===== src/rtl/loader_defs.svh =====
`ifndef LOADER_DEFS_SVH
`define LOADER_DEFS_SVH

// memory word address width
`define LOADER_ADDR_W 22

// input byte fifo
`define LOADER_FIFO_DEPTH 8
`define LOADER_FIFO_PTR_W 3

`endif


===== src/rtl/loader_pkg.sv =====
`include "loader_defs.svh"

package loader_pkg;

    typedef logic [7:0] byte_t;
    typedef logic [15:0] mem_word_t;
    typedef logic [`LOADER_ADDR_W-1:0] mem_addr_t;

    // any other code parses an address and drops its data
    typedef enum logic [7:0] {
        CMD_WRITE = 8'd1,
        CMD_END   = 8'd2
    } cmd_code_t;

    typedef enum logic [1:0] {
        ST_CMD,
        ST_ADDR,
        ST_DATA
    } loader_state_t;

endpackage


===== src/rtl/addr_counter.sv =====
`timescale 1ns/1ps

module addr_counter
    import loader_pkg::*;
(
    input  logic      clk,
    input  logic      reset,
    input  logic      addr_load,
    input  mem_addr_t addr_load_value,
    input  logic      addr_step,
    output mem_addr_t addr
);
    mem_addr_t addr_reg;    // loaded address, then the last one handed out
    logic      first_word;

    always_ff @(posedge clk) begin
        if (reset) begin
            first_word <= 1'b0;
        end else if (addr_load) begin
            first_word <= 1'b1;
        end else if (addr_step) begin
            first_word <= 1'b0;
        end
    end

    always_ff @(posedge clk) begin
        if (addr_load) begin
            addr_reg <= addr_load_value;
        end else if (addr_step && !first_word) begin
            addr_reg <= addr_reg + 1'b1;
        end
    end

    // first word lands on the loaded address itself
    assign addr = first_word ? addr_reg : addr_reg + 1'b1;

endmodule


===== src/rtl/byte_fifo.sv =====
`timescale 1ns/1ps
`include "loader_defs.svh"

module byte_fifo (
    input  logic               clk,
    input  logic               reset,
    input  loader_pkg::byte_t  in_data,
    input  logic               in_valid,
    output logic               in_ready,
    output loader_pkg::byte_t  rd_data,
    input  logic               rd_en,
    output logic               rd_empty
);
    localparam int DEPTH = `LOADER_FIFO_DEPTH;
    localparam int PTR_W = `LOADER_FIFO_PTR_W;

    loader_pkg::byte_t mem [DEPTH];

    logic [PTR_W-1:0] wr_ptr;
    logic [PTR_W-1:0] rd_ptr;
    logic [PTR_W:0]   count;
    logic             do_wr;
    logic             do_rd;

    assign in_ready = (count != (PTR_W + 1)'(DEPTH));
    assign rd_empty = (count == '0);
    assign rd_data  = mem[rd_ptr];    // head entry

    assign do_wr = in_valid && in_ready;
    assign do_rd = rd_en && !rd_empty;

    always_ff @(posedge clk) begin
        if (do_wr) begin
            mem[wr_ptr] <= in_data;
        end
    end

    always_ff @(posedge clk) begin
        if (reset) begin
            wr_ptr <= '0;
            rd_ptr <= '0;
            count  <= '0;
        end else begin
            if (do_wr) begin
                wr_ptr <= wr_ptr + 1'b1;    // wraps at depth
            end
            if (do_rd) begin
                rd_ptr <= rd_ptr + 1'b1;
            end
            case ({do_wr, do_rd})
                2'b10:   count <= count + 1'b1;
                2'b01:   count <= count - 1'b1;
                default: count <= count;    // both or neither
            endcase
        end
    end

endmodule


===== src/rtl/byte_loader_top.sv =====
`timescale 1ns/1ps

module byte_loader_top
    import loader_pkg::*;
(
    input  logic      clk,
    input  logic      reset,
    input  byte_t     in_data,
    input  logic      in_valid,
    output logic      in_ready,
    input  logic      in_closed,
    output logic      mem_req,
    output mem_addr_t mem_addr,
    output mem_word_t mem_wdata,
    input  logic      mem_ready,
    output logic      loading
);
    byte_t     rd_data;
    logic      rd_empty;
    logic      rd_en;
    logic      addr_load;
    mem_addr_t addr_load_value;
    logic      addr_step;
    mem_addr_t addr;
    logic      word_push;
    mem_word_t word_data;
    logic      word_full;

    byte_fifo u_fifo (
        .clk      (clk),
        .reset    (reset),
        .in_data  (in_data),
        .in_valid (in_valid),
        .in_ready (in_ready),
        .rd_data  (rd_data),
        .rd_en    (rd_en),
        .rd_empty (rd_empty)
    );

    loader_fsm u_fsm (
        .clk             (clk),
        .reset           (reset),
        .rd_data         (rd_data),
        .rd_empty        (rd_empty),
        .rd_en           (rd_en),
        .in_closed       (in_closed),
        .addr_load       (addr_load),
        .addr_load_value (addr_load_value),
        .addr_step       (addr_step),
        .word_push       (word_push),
        .word_data       (word_data),
        .word_full       (word_full),
        .loading         (loading)
    );

    addr_counter u_addr (
        .clk             (clk),
        .reset           (reset),
        .addr_load       (addr_load),
        .addr_load_value (addr_load_value),
        .addr_step       (addr_step),
        .addr            (addr)
    );

    word_writer u_writer (
        .clk       (clk),
        .reset     (reset),
        .word_push (word_push),
        .word_data (word_data),
        .addr      (addr),
        .word_full (word_full),
        .mem_req   (mem_req),
        .mem_addr  (mem_addr),
        .mem_wdata (mem_wdata),
        .mem_ready (mem_ready)
    );

endmodule


===== src/rtl/loader_fsm.sv =====
`timescale 1ns/1ps
`include "loader_defs.svh"

module loader_fsm
    import loader_pkg::*;
(
    input  logic      clk,
    input  logic      reset,
    input  byte_t     rd_data,
    input  logic      rd_empty,
    output logic      rd_en,
    input  logic      in_closed,
    output logic      addr_load,
    output mem_addr_t addr_load_value,
    output logic      addr_step,
    output logic      word_push,
    output mem_word_t word_data,
    input  logic      word_full,
    output logic      loading
);
    loader_state_t state;
    cmd_code_t     cmd;

    logic [1:0]                byte_cnt;
    logic [`LOADER_ADDR_W-8:0] addr_hi;     // address bits 21..7
    logic                      high_phase;  // next data byte is the high byte
    byte_t                     low_byte;

    // read and push decisions are made in the same cycle as the byte
    always_comb begin
        rd_en     = 1'b0;
        word_push = 1'b0;
        addr_load = 1'b0;
        if (!rd_empty) begin
            case (state)
                ST_CMD: begin
                    rd_en = 1'b1;
                end
                ST_ADDR: begin
                    rd_en     = 1'b1;
                    addr_load = (byte_cnt == 2'd2);
                end
                ST_DATA: begin
                    if (cmd == CMD_WRITE && high_phase) begin
                        // hold the high byte until the writer has room
                        if (!word_full) begin
                            rd_en     = 1'b1;
                            word_push = 1'b1;
                        end
                    end else begin
                        rd_en = 1'b1;
                    end
                end
                default: begin
                    rd_en = 1'b0;
                end
            endcase
        end
    end

    assign addr_step       = word_push;
    assign addr_load_value = {addr_hi, rd_data[7:1]};
    assign word_data       = {rd_data, low_byte};

    always_ff @(posedge clk) begin
        if (reset) begin
            state    <= ST_CMD;
            loading  <= 1'b0;
            byte_cnt <= 2'd0;
        end else if (in_closed && rd_empty) begin
            state <= ST_CMD;    // stream closed so the command is dropped
        end else if (rd_en) begin
            case (state)
                ST_CMD: begin
                    cmd      <= cmd_code_t'(rd_data);
                    byte_cnt <= 2'd0;
                    if (cmd_code_t'(rd_data) == CMD_END) begin
                        loading <= 1'b0;
                    end else begin
                        state <= ST_ADDR;
                    end
                end
                ST_ADDR: begin
                    case (byte_cnt)
                        2'd0: addr_hi[14:8] <= rd_data[6:0];
                        2'd1: addr_hi[7:0]  <= rd_data;
                        default: begin
                            high_phase <= rd_data[0];
                            low_byte   <= '0;
                            state      <= ST_DATA;
                        end
                    endcase
                    byte_cnt <= byte_cnt + 2'd1;
                end
                ST_DATA: begin
                    if (cmd == CMD_WRITE) begin
                        loading <= 1'b1;
                        if (!high_phase) begin
                            low_byte <= rd_data;
                        end
                        high_phase <= !high_phase;
                    end
                    // other codes just drain their data
                end
                default: begin
                    state <= ST_CMD;
                end
            endcase
        end
    end

endmodule


===== src/rtl/word_writer.sv =====
`timescale 1ns/1ps

module word_writer
    import loader_pkg::*;
(
    input  logic      clk,
    input  logic      reset,
    input  logic      word_push,
    input  mem_word_t word_data,
    input  mem_addr_t addr,
    output logic      word_full,
    output logic      mem_req,
    output mem_addr_t mem_addr,
    output mem_word_t mem_wdata,
    input  logic      mem_ready
);
    // a push may land on the completing edge
    assign word_full = mem_req && !mem_ready;

    always_ff @(posedge clk) begin
        if (reset) begin
            mem_req <= 1'b0;
        end else if (word_push) begin
            mem_req <= 1'b1;
        end else if (mem_ready) begin
            mem_req <= 1'b0;
        end
    end

    // addr is sampled before the counter steps on this edge
    always_ff @(posedge clk) begin
        if (word_push) begin
            mem_addr  <= addr;
            mem_wdata <= word_data;
        end
    end

endmodule


===== config.mk =====
export PLATFORM = sky130hd
export DESIGN_NAME = byte_loader_top
export DESIGN_NICKNAME = d
export VERILOG_FILES = /design/src/rtl/loader_pkg.sv /design/src/rtl/addr_counter.sv /design/src/rtl/byte_fifo.sv /design/src/rtl/byte_loader_top.sv /design/src/rtl/loader_fsm.sv /design/src/rtl/word_writer.sv
export VERILOG_INCLUDE_DIRS = /design/src /design/src/rtl
export SDC_FILE = /design/constraint.sdc
export NUM_CORES = 1
export LEC_CHECK = 0
export ABC_AREA = 0
export BUFFER_PORTS_ARGS = -buffer_cell sky130_fd_sc_hd__buf_2
export CORE_MARGIN = 2
export CORE_UTILIZATION = 60
export CTS_BUF_LIST = sky130_fd_sc_hd__clkbuf_16
export DETAILED_ROUTE_END_ITERATION = 6
export GPL_TIMING_DRIVEN = 0
export PLACE_DENSITY = 0.88
export SYNTH_ARGS = -nofsm -noshare
export SYNTH_HDL_FRONTEND = slang
export SYNTH_HIERARCHICAL = 1
export SYNTH_SLANG_ARGS = --single-unit

===== constraint.sdc =====
create_clock -name clk -period 4.29 [get_ports clk]
set_clock_uncertainty 0.2 [all_clocks]
set_input_delay 0.858 -clock clk [delete_from_list [all_inputs] [get_ports clk]]
set_output_delay 0.858 -clock clk [all_outputs]
set_load 0.05 [all_outputs]

Word level (Yosys, flattened, before mapping)
Memory sizes are Yosys's and may differ from the RTL's. A register that Yosys moved wholly into a read port is not among the register bits.
Index checks and enable logic that the tools add are counted.

storage, ports and cells
  register bits after elaboration = 109
  RAM bits = 64
  input port bits = 13
  output and inout port bits = 41
  word-level logic and storage cells = 106
  memories = 1

cells by class
  $add $sub $neg = 6
  equality and inequality tests = 14
  muxes and demuxes = 35
  bitwise gates (word level) = 3
  reduce and logical (&&, ||, !) cells = 31

memory list
  memory      words  width  rd ports  clocked after Yosys merged registers in  wr ports  RTL line         text
  u_fifo.mem  8      8      1         1                                        1         byte_fifo.sv:17  loader_pkg::byte_t mem [DEPTH];

operators by type and width
  cell                                                              number
  22-bit 2-to-1 mux                                                 3
  8-bit 2-to-1 mux                                                  3
  22-bit by 1-bit adder with 22-bit output (second input constant)  1
  1-bit 2-to-1 mux                                                  18
  8-bit case mux with 2 select lines                                1
  5-bit AND reduction                                               3
  2-bit nonzero test                                                7
  8-bit by 1-bit == test with 1-bit output (second input constant)  1
  8-bit by 2-bit == test with 1-bit output (second input constant)  1
  4-bit case mux with 2 select lines                                1
  4-bit AND reduction                                               2
  7-bit AND reduction                                               1
  3-bit by 1-bit adder with 3-bit output (second input constant)    2
  2-bit by 1-bit == test with 1-bit output (second input constant)  3
  2-bit == test (second input constant)                             3
  1-bit logical AND                                                 6
  3-bit 2-to-1 mux                                                  2
  2-bit != test (second input constant)                             3
  1-bit case mux with 2 select lines                                3
  2-bit case mux with 3 select lines                                1
  6-bit AND reduction                                               1
  2-bit OR reduction                                                3
  4-bit by 1-bit adder with 4-bit output (second input constant)    1
  1-bit logical NOT                                                 4
  other kinds (10)                                                  15

Longest topological paths before layout
Gate-level depths: netlist (run 1).

  depth after elaboration = 9
  gate-level depth with buffers = 13
  gate-level depth less buffers = 12

By module
The synthesis (run 1) kept the hierarchy.

modules (own cells, without submodules)
  module        times used  cells each  area each (um^2)  sequential area each (um^2)
  byte_fifo     1           166         3116.7            2182.1
  addr_counter  1           198         1794.2            680.7
  loader_fsm    1           122         1694.1            1061.0
  word_writer   1           41          1184.9            1161.1

Worst setup path after synthesis (run 1)
OpenSTA, ideal clock, no wires.

  kind = input-to-reg
  start = in mem_ready
  end = reg u_fifo.count[2]
  setup time = 0.071 ns
  arrival time = 2.936 ns
  required time = 4.019 ns
  setup slack = 1.083 ns
  stages on the path = 12
  path buffers = 0
  cells stage by stage = nor2b_4 -> nand2_1 -> a211oi_1 -> a21boi_0 -> o41a_1 -> ha_1 -> xor2_1 -> ha_1 -> a21oi_1 -> xor2_1 -> or3_1 -> a21oi_1

between the ends
  word-level cells in the longest chain between the ends = 9
  elaborated cells between the ends (all ways) = 11
  classes of those cells = eq/ne: 2; mux: 5; reduce/logical: 4

ends and longest elaborated chain
  element                                                                    RTL line               text
  start: declaration                                                         byte_loader_top.sv:15  input logic mem_ready,
  1-bit logical NOT *                                                        word_writer.sv:18      assign word_full = mem_req && !mem_ready;
  1-bit logical AND *                                                        word_writer.sv:18
  1-bit 2-to-1 mux *                                                         loader_fsm.sv:46       if (!word_full) begin
  1-bit 2-to-1 mux *                                                         loader_fsm.sv:44       if (cmd == CMD_WRITE && high_phase) begin
  1-bit case mux with 2 select lines *                                       loader_fsm.sv:35       case (state)
  1-bit 2-to-1 mux *                                                         loader_fsm.sv:34       if (!rd_empty) begin
  net rd_en                                                                  byte_loader_top.sv:20  logic rd_en;
  1-bit logical AND *                                                        byte_fifo.sv:30        assign do_rd = rd_en && !rd_empty;
  net u_fifo.do_rd                                                           byte_fifo.sv:23        logic do_rd;
  2-bit by 1-bit == test with 1-bit output or 2-bit == test (tied branches)  byte_fifo.sv:50        case ({do_wr, do_rd})
  4-bit case mux with 2 select lines or 2-bit nonzero test (tied branches)   n/a
  end signal: assignment                                                     byte_fifo.sv:51        2'b10: count <= count + 1'b1;
  end signal: assignment                                                     byte_fifo.sv:52        2'b01: count <= count - 1'b1;
  end signal: assignment                                                     byte_fifo.sv:53        default: count <= count;
  end: declaration                                                           byte_fifo.sv:21        logic [PTR_W:0] count;

The timed path passes the listed nets; every way through them passes the cells marked *.
A chain may end at the register's enable or synchronous reset.

Worst setup path in the final report (run 1)
  start = reg u_fifo.count[1]
  end = reg u_fifo.count[2]

between the ends
  word-level cells in the longest chain between the ends = 5
  elaborated cells between the ends (all ways) = 12
  classes of those cells = add/sub: 2; eq/ne: 3; mux: 2; reduce/logical: 5

ends and longest elaborated chain
  element                                                                    RTL line               text
  4-bit logical NOT *                                                        byte_fifo.sv:26        assign rd_empty = (count == '0);
  net rd_empty                                                               byte_loader_top.sv:19  logic rd_empty;
  1-bit 2-to-1 mux *                                                         loader_fsm.sv:34
  net rd_en                                                                  byte_loader_top.sv:20
  1-bit logical AND *                                                        byte_fifo.sv:30
  net u_fifo.do_rd                                                           byte_fifo.sv:23
  2-bit by 1-bit == test with 1-bit output or 2-bit == test (tied branches)  byte_fifo.sv:50
  4-bit case mux with 2 select lines or 2-bit nonzero test (tied branches)   n/a

Marks and branches as above.

==> metrics.md, run 1 <==
| Metric | Value |
|---|---|
| Status | `finished, final reports clean` |
| # IOs | `54` |
| Post-route insts no fill | `a little under 800` |
| Hold Path Class | `flop to flop` |
| Final TNS setup | `0 ns` |
| Seq cells post-synth | `176` |
| Asr flop ratio synth | `0%` |
| # diodes | `0` |
| Top_reg_cell synth | `edfxtp_1` |
| Layout cells sized above 1 | `27.8%` |
| CP Data Required Time | `between 4 and 5 ns` |
| DRT antenna net count | `0` |
| Yosys warning count | `6` |
| DRC | `0` |
| R2r startpoint | `u_fifo/count[1]$_SDFFE_PP0P_` |
| Via count | `between 4,000 and 5,000` |
| GR Util All Layers | `roughly 22%` |
| WL/cell | `between 15 and 20 um` |
| Share of the synthesized area in the top cell type | `between 60% and 70%` |
| Die Y | `around 120 um` |
| Row count | `41` |
| Min-Delay Startpoint | `u_fsm/low_byte[2]$_SDFFCE_PP0P_` |
| First-pass GRT wire length | `23,600 um` |
| CP max stage delay | `0.78 ns` |
| Clk slew on worst S/H paths | `around 0.060 ns` |
| WHS Endpoint | `u_writer/mem_wdata[2]$_DFFE_PP_` |
| Vias in the first global route | `between 4,000 and 5,000` |
| Postcts setup bufs | `0` |
| Hold depth | `0` |
| Max Freq | `between 0.2 and 0.3 GHz` |
| Flip-flop and latch area | `0.00508 sq mm` |
| Initial DRT Pass Iterations | `6` |
| Crit path launch | `u_fifo/count[1]$_SDFFE_PP0P_` |
| Share of the yosys chip area belonging to registers | `approximately 65%` |
| Reg2Reg Capture Point | `u_fifo/count[2]$_SDFFE_PP0P_` |
| Slowest CP cell | `nor4_2` |
| Critical path, cell by cell | `buf_6 -> nor4_2 -> nor2_1 -> a21boi_0 -> o41a_1 -> ha_1 -> xor2_1 -> ha_1 -> a21oi_1 -> xor2_1 -> or3_1 -> a21oi_1` |
| Synthesized area | `a little under 0.008 sq mm` |
| WP data arrival | `roughly 3.7 ns` |
| Vias per Instance | `5.88` |
| Max reg flops | `64` |
| Final-layout fill cell count | `approximately 800` |
| Critical path peak fanout | `8` |
| Period utilisation layout | `roughly 82%` |
| Setup violators final | `0` |
| Layout Area Growth over Synthesis | `14.7%` |
| Clock tree buffer depth | `2` |
| Port Buf Inserts | `53` |
| Pleak | `between 3 and 4 nW` |
| Gp weighted congestion | `about 0.9` |
| Initial antenna violation count | `0` |
| Max Slew Vio Count | `0` |
| Clock sinks | `around 180` |
| RSZ-0062 raised after global routing | `false` |
| Initial Utilization | `slightly above 60%` |
| Syn Inst Count | `527` |
| WL final | `approximately 15,000 um` |
| Final Cell Area | `just under 0.009 sq mm` |
| CTS Root Buffer Type | `clkbuf_16` |
| Initial DRC count | `435` |
| Max-slew headroom | `under 10%` |
| # hold bufs at CTS | `0` |
| Post-synth EDFFs | `about 160` |
| Synth Area per Inst | `approximately 15 sq um` |
| Core Box Area | `around 0.013 sq mm` |
| Num CTS Buffers | `17` |
| Later-pin clock latency in the skew report | `about 0.43 ns` |
| Post-DP Area | `0.00830 sq mm` |
| Most common cell in the netlist | `edfxtp_1` |
| Max IR drop VDD | `approximately 0.37 mV` |
| Synthesized Nets | `roughly 550` |
| Area of the multi-input gates | `0.00243 sq mm` |
| Reg2reg setup slack | `~0.75 ns` |
| Net count, final | `~630` |
| GRT Residual Overflow | `0` |
| Fin crit period | `between 3 and 4 ns` |
| Dpl hpwl | `roughly 9300 um` |
| Power Dens Cells | `between 500 and 600 mW/mm^2` |
| CTS tree | `built` |
| CTS-repair resized insts | `0` |
| Worst setup EP type | `flop` |
| CP top delay family | `simple AND/OR/NAND/NOR gates` |
| Max-cap viol count | `0` |
| Horiz. Die Dim | `118 um` |
| Critical path class | `flop to flop` |
| Worst Tran Pin Value | `between 1 and 1.5 ns` |
| Startpoint types | `flop` |
| Die ar. | `between 0.01 and 0.015 sq mm` |
| Cell Count Post-Placement | `between 700 and 800` |
| Htree depth | `4` |
| Hold Vio Cnt, Final | `0` |
| Synth area leaders | `edfxtp_1, dfxtp_1, mux4_2` |
| Yosys top cell by area | `edfxtp_1` |
| Largest net degree at the start of global routing | `40` |
| R2R depth | `12` |
| Synth cell types | `67` |
| Fin Hold WS | `between 0.2 and 0.25 ns` |
| Buf/Inv on CP | `1` |
| Top post-synthesis cells by count | `edfxtp_1, nand2_1, nor2_1` |
cell type report:
class	instances	share of cell area [%]
multi-input combinational	301	27.2
sequential	176	56.9
timing repair buffer	56	3.31
inverter	8	0.336
clock inverter	15	2.00
buffer	42	3.01
tap	172	2.41
clock buffer	17	4.76
layer usage:
metal | track usage [%] | part of all wire [%] | vias up | routed length (um)
li1 | - | - | 2110 | -
met1 | 26.3 | 38 | 2276 | 5640
met2 | 38.6 | 53 | 205 | 7770
met3 | 5.91 | 6.2 | 38 | 903
met4 | 9.56 | 2.4 | 0 | 357
met5 | 0 | 0 | - | 0
through the flow:
| step | power, mW | worst slack, ns | util, % |
|---|---|---|---|
| 2_1_floorplan | 2.91 | 1.08 | - |
| 3_3_place_gp | 3.09 | 0.576 | 65.3 |
| 3_5_place_dp | 3.15 | 0.470 | 65.5 |
| 4_1_cts | 4.73 | 0.388 | 70.3 |
| 5_1_grt | 4.92 | 0.492 | 70.5 |
| 6_report | 4.72 | 0.752 | 70.5 |
cells by family after synthesis:
logic type / share of synthesized area (%)
flops: 65.3
simple gates: 12.4
buf+inv: 3.84
compound gates: 3.89
xor+xnor: 4.82
mux: 7.50
fa+ha+maj: 2.25
cell usage in the layout (no fill, tap or decap), types with 3 or more instances in the layout:
master      Yosys  layout
nand4_1         6       6
nor4_4          3       3
bufinv_16       0       3
ha_1           14      14
nor4_2          1       3
mux2i_1        10      10
o21ai_0        17      17
clkbuf_1        8       8
nor2_1         25      25
a22oi_1         3       3
and2_1          8       8
clkinvlp_4      0       3
buf_2           6      59
edfxtp_1      156     156
nand3_1        10      10
nand2b_1        8       8
buf_6           5       5
inv_1           8       9
xor2_1         18      18
nand4b_1        3       3
dfxtp_1        20      20
clkbuf_2        5       5
nor3_1         16      15
xnor2_1        23      23
nor4_1          8       6
mux2_2         11      11
mux4_2         16      16
clkbuf_16       0      17
a21oi_1         8       8
nand2_1        43      43
nor2b_1         6       6
buf_4          16      18
inv_6           0       5
worst max-delay path by stage:
stage | endpoint | slack, ns | cells after the start
final | u_fifo/count[2]$_SDFFE_PP0P_ | 0.75 | 12
after global routing | u_fifo/count[2]$_SDFFE_PP0P_ | 0.49 | 12
after CTS | u_fifo/count[2]$_SDFFE_PP0P_ | 0.39 | 12
after detailed placement | u_fifo/count[2]$_SDFFE_PP0P_ | 0.47 | 12
after global placement | u_addr/addr_reg[7]$_DFFE_PP_ | 0.58 | 6
after floorplan | u_fifo/count[2]$_SDFFE_PP0P_ | 1.08 | 12
power by group:
group          internal, mW  switching [mW]  leakage (nW)  total [mW]
Sequential             2.03          0.0743          1.57        2.10
Combinational         0.470           0.588          1.21        1.06
Clock                 0.922           0.640         0.290        1.56
(Power assumes the default switching activity.)
==> run 2, diff against run 1 <==
--- a/config.mk
+++ b/config.mk
@@ -6,7 +6,7 @@
 export SDC_FILE = /design/constraint.sdc
 export NUM_CORES = 1
 export LEC_CHECK = 0
-export ABC_AREA = 0
+export ABC_AREA = 1
 export BUFFER_PORTS_ARGS = -buffer_cell sky130_fd_sc_hd__buf_2
 export CORE_MARGIN = 2
 export CORE_UTILIZATION = 60
==> constraint.sdc (replaced) <==
create_clock -name clk -period 3.6 [get_ports clk]
set_clock_uncertainty 0.2 [all_clocks]
set_input_delay 0.72 -clock clk [delete_from_list [all_inputs] [get_ports clk]]
set_output_delay 0.72 -clock clk [all_outputs]
set_load 0.05 [all_outputs]
==> run 2 against run 1 <==
Effect of this change:
- setup slack worse by 0.27 ns
- wire length grew 7.0%
- clock power rose by 11%
- sequential power rose by 20%
- critical endpoint unchanged
- highest routed layer unchanged
==> metrics.md, run 2 <==
| Metric | Value |
|---|---|
| Postcts setup bufs | `0 (unchanged)` |
| Slowest CP cell | `dfxtp_1` |
| Dpl hpwl | `10,500 um (+13%)` |
| Critical path, cell by cell | `inv_1 -> ha_1 -> inv_2 -> or2_1 -> nand2_1 -> nor2_2 -> nand2_4 -> nand3_4 -> clkinv_4 -> nand2_2 -> inv_1 -> ha_1 -> nand2_1 -> inv_1 -> nor2_1 -> ha_1 -> a21oi_1 -> xnor2_1 -> o21ai_0 -> inv_1` |
| CP Data Required Time | `3.71 ns (-0.73 ns)` |
| WL final | `15,700 um (+7.0%)` |
| Die Y | `119 um (+1.2%)` |
| DRC | `0 (unchanged)` |
| Most frequent cells in the layout | `nand2_1, edfxtp_1, inv_1` |
| Max reg flops | `64 (unchanged)` |
| Fin crit period | `3.11 ns (-0.425 ns)` |
| Critical path class | `flop to flop` |
| Net count, final | `854 (+36%)` |
| Post-synth EDFFs | `156 (unchanged)` |
| # diodes | `0 (unchanged)` |
| Htree depth | `4 (unchanged)` |
| Top post-synthesis cells by count | `nand2_1, edfxtp_1, inv_1` |
| GRT Residual Overflow | `0 (unchanged)` |
| Synth Area per Inst | `10.6 sq um (-28%)` |
| Port Buf Inserts | `53 (unchanged)` |
| Reg2reg setup slack | `0.49 ns (-0.27 ns)` |
| Yosys warning count | `6 (unchanged)` |
| GR Util All Layers | `23.0% (+0.73 points)` |
| Layout cells sized above 1 | `17.7% (-10 points)` |
| Synthesized area | `0.00798 sq mm (+2.4%)` |
| Yosys top cell by area | `edfxtp_1` |
| Synthesized Nets | `781 (+41%)` |
| Met2 wire length | `8400 um (+8.0%)` |
| Clock tree buffer depth | `2 (unchanged)` |
| Synth Area in Compound Gates | `5.66% (+1.8 points)` |
| Share of the yosys chip area belonging to registers | `63.7% (-1.5 points)` |
| Hold Path Class | `flop to flop` |
| Power Dens Cells | `648 mW/mm^2 (+23%)` |
| Seq cells post-synth | `176 (unchanged)` |
| Vias per Instance | `5.41 (-8.0%)` |
| Period utilisation layout | `86.5% (+4.0 points)` |
| CP top delay family | `simple AND/OR/NAND/NOR gates` |
| CP most frequent cell | `inv_1` |
| Max Freq | `0.321 GHz (+14%)` |
| Vias in the first global route | `5,204 (+14%)` |
| Final TNS setup | `0 ns (unchanged)` |
| Share of the synthesized area in the top cell type | `58.7% (-1.4 points)` |
| Hold Vio Cnt, Final | `0 (unchanged)` |
| Main combinational cell family by area after synthesis | `simple AND/OR/NAND/NOR gates` |
| Worst Tran Pin Value | `1.08 ns (-0.280 ns)` |
| Die ar. | `0.0142 sq mm (+2.3%)` |
| Post-route insts no fill | `1,016 (+29%)` |
| # hold bufs at CTS | `0 (unchanged)` |
| CP max stage delay | `0.41 ns (-0.37 ns)` |
| Max IR drop VDD | `0.555 mV (+51%)` |
| Synth Area in XOR/XNOR | `1.43% (-3.4 points)` |
| Synth Area in Simple Gates | `18.8% (+6.4 points)` |
| DR WL met3 | `945 um (+4.7%)` |
| Cell Count Post-Placement | `984 (+31%)` |
| # IOs | `54 (unchanged)` |
| Finished Core Util | `69.0% (-1.5 points)` |
| Horiz. Die Dim | `119 um (+1.2%)` |
| Clock sinks | `176 (unchanged)` |
| Max-cap viol count | `0 (unchanged)` |
| Gp weighted congestion | `0.875 (-3.7%)` |
| Initial DRC count | `589 (+35%)` |
| Pleak | `3.60 nW (+17%)` |
| Status | `finished, final reports clean` |
| RSZ-0062 raised after global routing | `false` |
| Startpoint types | `flop` |
| WP data arrival | `3.23 ns (-0.45 ns)` |
| CTS Root Buffer Type | `clkbuf_16` |
| Synth area leaders | `edfxtp_1, nand2_1, dfxtp_1` |
| Top_reg_cell synth | `edfxtp_1` |
| Most common cell in the netlist | `nand2_1` |
| Setup violators final | `0 (unchanged)` |
| WL/cell | `15.5 um (-17%)` |
| Critical path peak fanout | `6 (-2)` |
| Layout Area Growth over Synthesis | `13.6%` |
| Num CTS Buffers | `17 (unchanged)` |
| CTS tree | `built` |
| Max-slew headroom | `27.5% (+19 points)` |
| Max Slew Vio Count | `0 (unchanged)` |
| Worst setup EP type | `flop` |
| Row count | `42 (+2.4%)` |
| Max layer used | `met4` |
| Buf/Inv on CP | `6 (+5)` |
| Largest net degree at the start of global routing | `40 (unchanged)` |
| Initial Utilization | `60.7% (-0.75 points)` |
| Asr flop ratio synth | `0% (unchanged)` |
| Core Box Area | `0.0131 sq mm (+3.7%)` |
| Met1 wire length | `5990 um (+6.3%)` |
| First-pass GRT wire length | `25,000 um (+5.7%)` |
| Initial DRT Pass Iterations | `6 (unchanged)` |
| Adder-cell share of the synthesized area | `2.20% (-0.053 points)` |
| DRT antenna net count | `0 (unchanged)` |
| Syn Inst Count | `754 (+43%)` |
| Clk slew on worst S/H paths | `0.07 ns (about the same)` |
| Multiplexer area fraction after synthesis | `1.00% (-6.5 points)` |
| Synth cell types | `40 (-40%)` |
| Most common cell after layout, fill and taps aside | `nand2_1` |
| Initial antenna violation count | `0 (unchanged)` |
| CTS-repair resized insts | `0 (unchanged)` |
| Via count | `5,500 (+19%)` |
| Later-pin clock latency in the skew report | `0.43 ns (about the same)` |
run 2: cell count changes after synthesis, sizes merged, moves of 16 or more:
cell	delta
inv	+72
nand3	+29
xnor2	-16
o21ai	+40
nand2	+152
mux4	-16
nor2	+62
run 2: per-layer routing:
metal / up-vias / global-route usage (%)
met4: 0 / 10.0
met2: 230 / 41.6
met3: 39 / 5.08
met5: - / 0
li1: 2654 / -
met1: 2577 / 26.2
run 2: kinds of logic after synthesis:
| family | count (synthesis) |
|---|---|
| AND/OR/NAND/NOR | 340 |
| multiplexers | 8 |
| buffers and inverters | 118 |
| flip-flops | 176 |
| adder cells (fa/ha/maj) | 14 |
| AO/OA/AOI/OAI | 85 |
| XOR/XNOR | 13 |
run 2: cell type report:
cell class,instances,area [sq um]
Inverter,82,313
Multi-Input combinational cell,460,2340
Fill cell,904,4070
Tap cell,176,220
Buffer,36,259
Clock inverter,15,145
Clock buffer,17,425
Sequential cell,176,5080
Timing Repair Buffer,54,280
run 2: stage by stage:
| step | hold WS [ns] | power (mW) | setup slack [ns] | instance area, sq um |
|---|---|---|---|---|
| global route | 0.229 | 6.18 | 0.215 | 9070 |
| global placement | 0.201 | 4.07 | 0.219 | 8460 |
| detailed placement | 0.206 | 4.13 | 0.276 | 8480 |
| floorplan | 0.200 | 3.75 | 0.595 | 7980 |
| finish | 0.223 | 5.88 | 0.487 | 9070 |
| CTS | 0.225 | 5.89 | 0.500 | 9050 |
run 2: final timing paths:
path,startpoint,end,depth (start not counted)
setup / recovery,u_fsm/state[0]$_SDFFE_PP0P_,u_fifo/count[2]$_SDFFE_PP0P_,20
hold reg to reg,u_fsm/low_byte[4]$_SDFFCE_PP0P_,u_writer/mem_wdata[4]$_DFFE_PP_,0
setup reg to reg,u_fsm/state[0]$_SDFFE_PP0P_,u_fifo/count[2]$_SDFFE_PP0P_,20
hold / removal,u_fsm/low_byte[4]$_SDFFCE_PP0P_,u_writer/mem_wdata[4]$_DFFE_PP_,0
run 2: worst reg2reg max path, delay by kind of cell (launching register included):
| family | cells | cell delay (ns) |
|---|---|---|
| and+or+nand+nor | 8 | 0.88 |
| adders and majority gates | 3 | 0.63 |
| buffers and inverters | 6 | 0.49 |
| DFF | 1 | 0.41 |
| AOI/OAI and AO/OA | 2 | 0.26 |
| xor gates and xnor gates | 1 | 0.13 |
run 2: power by group:
part	leakage [nW]	switching (mW)	internal, mW	total [mW]
combinational	1.75	1.05	0.570	1.62
sequential	1.58	0.0849	2.44	2.53
clock	0.270	0.816	0.916	1.73
total	3.60	1.95	3.93	5.88
==> run 3, diff against run 2 <==
--- a/config.mk
+++ b/config.mk
@@ -7,13 +7,14 @@
 export NUM_CORES = 1
 export LEC_CHECK = 0
 export ABC_AREA = 1
-export BUFFER_PORTS_ARGS = -buffer_cell sky130_fd_sc_hd__buf_2
+export BUFFER_PORTS_ARGS = -buffer_cell sky130_fd_sc_hd__buf_4
 export CORE_MARGIN = 2
 export CORE_UTILIZATION = 60
 export CTS_BUF_LIST = sky130_fd_sc_hd__clkbuf_16
 export DETAILED_ROUTE_END_ITERATION = 6
 export GPL_TIMING_DRIVEN = 0
 export PLACE_DENSITY = 0.88
+export REMOVE_ABC_BUFFERS = 1
 export SYNTH_ARGS = -nofsm -noshare
 export SYNTH_HDL_FRONTEND = slang
 export SYNTH_HIERARCHICAL = 1
==> run 3 against run 2 <==
Effect of this change:
- worst hold slack got worse by 0.0031 ns
- count of clock-buffer cells in the layout did not move
- cell count shrank 3.2%
- critical path type unchanged
- highest routed layer unchanged
- clock power hardly changed
- global-route usage fell by 0.52 points
- maximum frequency shrank 5.8%
- critical path depth shrank 13
- non-clock buffer count decreased by 33
- critical endpoint is now u_addr/addr_reg[3]$_DFFE_PP_
- combinational power fell by 19%
- first-iteration DRC count is 14% lower
- final area decreased by 1.2%
- wire length is 3.0% lower
- largest cell class unchanged
==> metrics.md, run 3 (same netlist as run 2, synthesis figures left out) <==
| Metric | Value |
|---|---|
| Hold Path Class | `flop to flop` |
| Critical path class | `flop to flop` |
| M2 GR Usage | `38.3% (-3.3 points)` |
| M1 GR Usage | `26.9% (+0.71 points)` |
| Gp weighted congestion | `0.902 (+3.1%)` |
| Horiz. Die Dim | `119 um (unchanged)` |
| DRC | `0 (unchanged)` |
| WP data arrival | `3.24 ns (about the same)` |
| Final Cell Area | `0.00896 sq mm (-1.2%)` |
| Row count | `42 (unchanged)` |
| Worst Slack Setup Final | `0.297 ns (-0.190 ns)` |
| Reg2reg setup slack | `0.30 ns (-0.19 ns)` |
| Hold depth | `0 (unchanged)` |
| Setup violators final | `0 (unchanged)` |
| CP Data Required Time | `3.54 ns (-0.17 ns)` |
| Reg2Reg Capture Point | `u_addr/addr_reg[3]$_DFFE_PP_` |
| Most frequent cells in the layout | `nand2_1, edfxtp_1, inv_1` |
| Clk slew on worst S/H paths | `0.06 ns (about the same)` |
| Vias per Instance | `5.35 (-1.1%)` |
| Die Y | `119 um (unchanged)` |
| WHS Endpoint | `u_writer/mem_wdata[5]$_DFFE_PP_` |
| Die ar. | `0.0142 sq mm (unchanged)` |
| Clock sinks | `176 (unchanged)` |
| Fin crit period | `3.30 ns (+0.190 ns)` |
| WL/cell | `15.5 um (+0.25%)` |
| Max-slew headroom | `10.4% (-17 points)` |
| Port Buf Inserts | `53 (unchanged)` |
| Min-Delay Startpoint | `u_fsm/low_byte[5]$_SDFFCE_PP0P_` |
| DRT antenna net count | `0 (unchanged)` |
| # IOs | `54 (unchanged)` |
| Post-DP Area | `0.00839 sq mm (-1.0%)` |
| Num CTS Buffers | `17 (unchanged)` |
| Postcts setup bufs | `0 (unchanged)` |
| Core Box Area | `0.0131 sq mm (unchanged)` |
| GRT busiest layer | `met2` |
| CTS Root Buffer Type | `clkbuf_16` |
| Via count | `5,262 (-4.3%)` |
| First-pass GRT wire length | `24,300 um (-2.6%)` |
| WL final | `15,200 um (-3.0%)` |
| Initial Utilization | `60.7% (unchanged)` |
| Cell Count Post-Placement | `951 (-3.4%)` |
| Initial DRT Pass Iterations | `5 (-1)` |
| Later-pin clock latency in the skew report | `0.44 ns (about the same)` |
| Max IR drop VDD | `0.541 mV (-2.6%)` |
| Critical path peak fanout | `30 (+24)` |
| Max Freq | `0.303 GHz (-5.8%)` |
| Met3 Use GR | `5.60% (+0.53 points)` |
| Max Slew Vio Count | `0 (unchanged)` |
| Period utilisation layout | `91.8% (+5.3 points)` |
| # diodes | `0 (unchanged)` |
| # hold bufs at CTS | `0 (unchanged)` |
| Most common cell after layout, fill and taps aside | `nand2_1` |
| Post-route insts no fill | `983 (-3.2%)` |
| Hold Vio Cnt, Final | `0 (unchanged)` |
| Dpl hpwl | `9770 um (-6.5%)` |
| Fin Hold WS | `0.219 ns (-0.00307 ns)` |
| Post-Place Setup Slack | `0.0471 ns (-0.229 ns)` |
| Max reg flops | `64 (unchanged)` |
| Initial DRC count | `508 (-14%)` |
| Startpoint types | `flop` |
| RSZ-0062 raised after global routing | `false` |
| Initial antenna violation count | `0 (unchanged)` |
| GRT Residual Overflow | `0 (unchanged)` |
| Layout cells sized above 1 | `15.5% (-2.2 points)` |
| GR Util All Layers | `22.5% (-0.52 points)` |
| Clock tree buffer depth | `2 (unchanged)` |
| R2r startpoint | `u_fsm/state[1]$_SDFFE_PP0P_` |
| Power Dens Cells | `629 mW/mm^2 (-3.0%)` |
| Htree depth | `4 (unchanged)` |
| CTS tree | `built` |
| Final-layout fill cell count | `905 (+0.11%)` |
| Largest net degree at the start of global routing | `34 (-15%)` |
| Layout Area Growth over Synthesis | `12.3%` |
| Pleak | `3.51 nW (-2.4%)` |
| R2R depth | `7 (-65%)` |
| Vias in the first global route | `5,032 (-3.3%)` |
| Worst Tran Pin Value | `1.33 ns (+0.253 ns)` |
| Net count, final | `821 (-3.9%)` |
| Worst setup EP type | `flop` |
| Max-cap viol count | `0 (unchanged)` |
| Status | `finished, final reports clean` |
[run 3: changes by cell type in the layout (fill, tap and decap cells not counted), sizes merged]
cell / previous run / this run
clkbuf: 25 / 17
buf: 82 / 57
clkinvlp: 3 / 2
bufinv: 0 / 1
[run 3: critical path: stages, from the launching register on]
cell	delay, ns
dfxtp_1	0.34
inv_1	0.11
ha_1	0.25
nand2_1	0.09
nor2_2	0.81
clkinv_2	0.56
o21ai_2	0.40
buf_8	0.24
[run 3: routing by layer]
metal	vias to the layer above	wire [um]	share of wire, %
met5	-	0	0
met4	0	431	2.8
met3	38	940	6.2
met2	196	7680	50
met1	2439	6180	41
li1	2589	-	-
[run 3: stage by stage]
stage,power [mW],TNS [ns],utilization [%]
CTS,5.65,0,68.2
floorplan,3.56,-97.41,-
global placement,3.86,-189.63,63.5
global route,5.93,0,68.2
finish,5.64,0,68.2
detailed placement,3.92,0,63.9
[run 3: worst max-delay path by stage]
stage,startpoint,end,slack [ns],depth (start not counted)
2_1_floorplan,mem_ready,u_addr/addr_reg[0]$_DFFE_PP_,-2.78,7
3_3_place_gp,u_fsm/state[0]$_SDFFE_PP0P_,u_addr/addr_reg[4]$_DFFE_PP_,-4.69,7
3_5_place_dp,u_fsm/state[1]$_SDFFE_PP0P_,u_addr/addr_reg[5]$_DFFE_PP_,0.05,7
4_1_cts,flop,u_fsm/state[0]$_SDFFE_PP0P_,0.1,12
5_1_grt,u_fsm/state[0]$_SDFFE_PP0P_,u_fifo/count[2]$_SDFFE_PP0P_,0.005,20
6_report,u_fsm/state[1]$_SDFFE_PP0P_,u_addr/addr_reg[3]$_DFFE_PP_,0.30,7
[run 3: area by class of cell]
class                      count  area (sq um)  area share (%)
timing repair buffer          57           443            4.94
inverter                      82           314            3.50
multi-input combinational    460          2340            26.1
clock inverter                15           133            1.48
sequential                   176          5090            56.8
clock buffer                  17           425            4.75
tap                          176           220            2.46
[run 3: power by group]
| part | switching, mW | internal (mW) | total, mW |
|---|---|---|---|
| combinational | 0.907 | 0.413 | 1.32 |
| sequential | 0.145 | 2.44 | 2.59 |
| clock | 0.769 | 0.957 | 1.73 |
[run 3: timing repair]
item                                   in CTS  in global routing
gates resized for setup                     1                  1
setup endpoints to repair                  14                  3
endpoints found under the hold margin       0                  0
cloned                                      0                  0
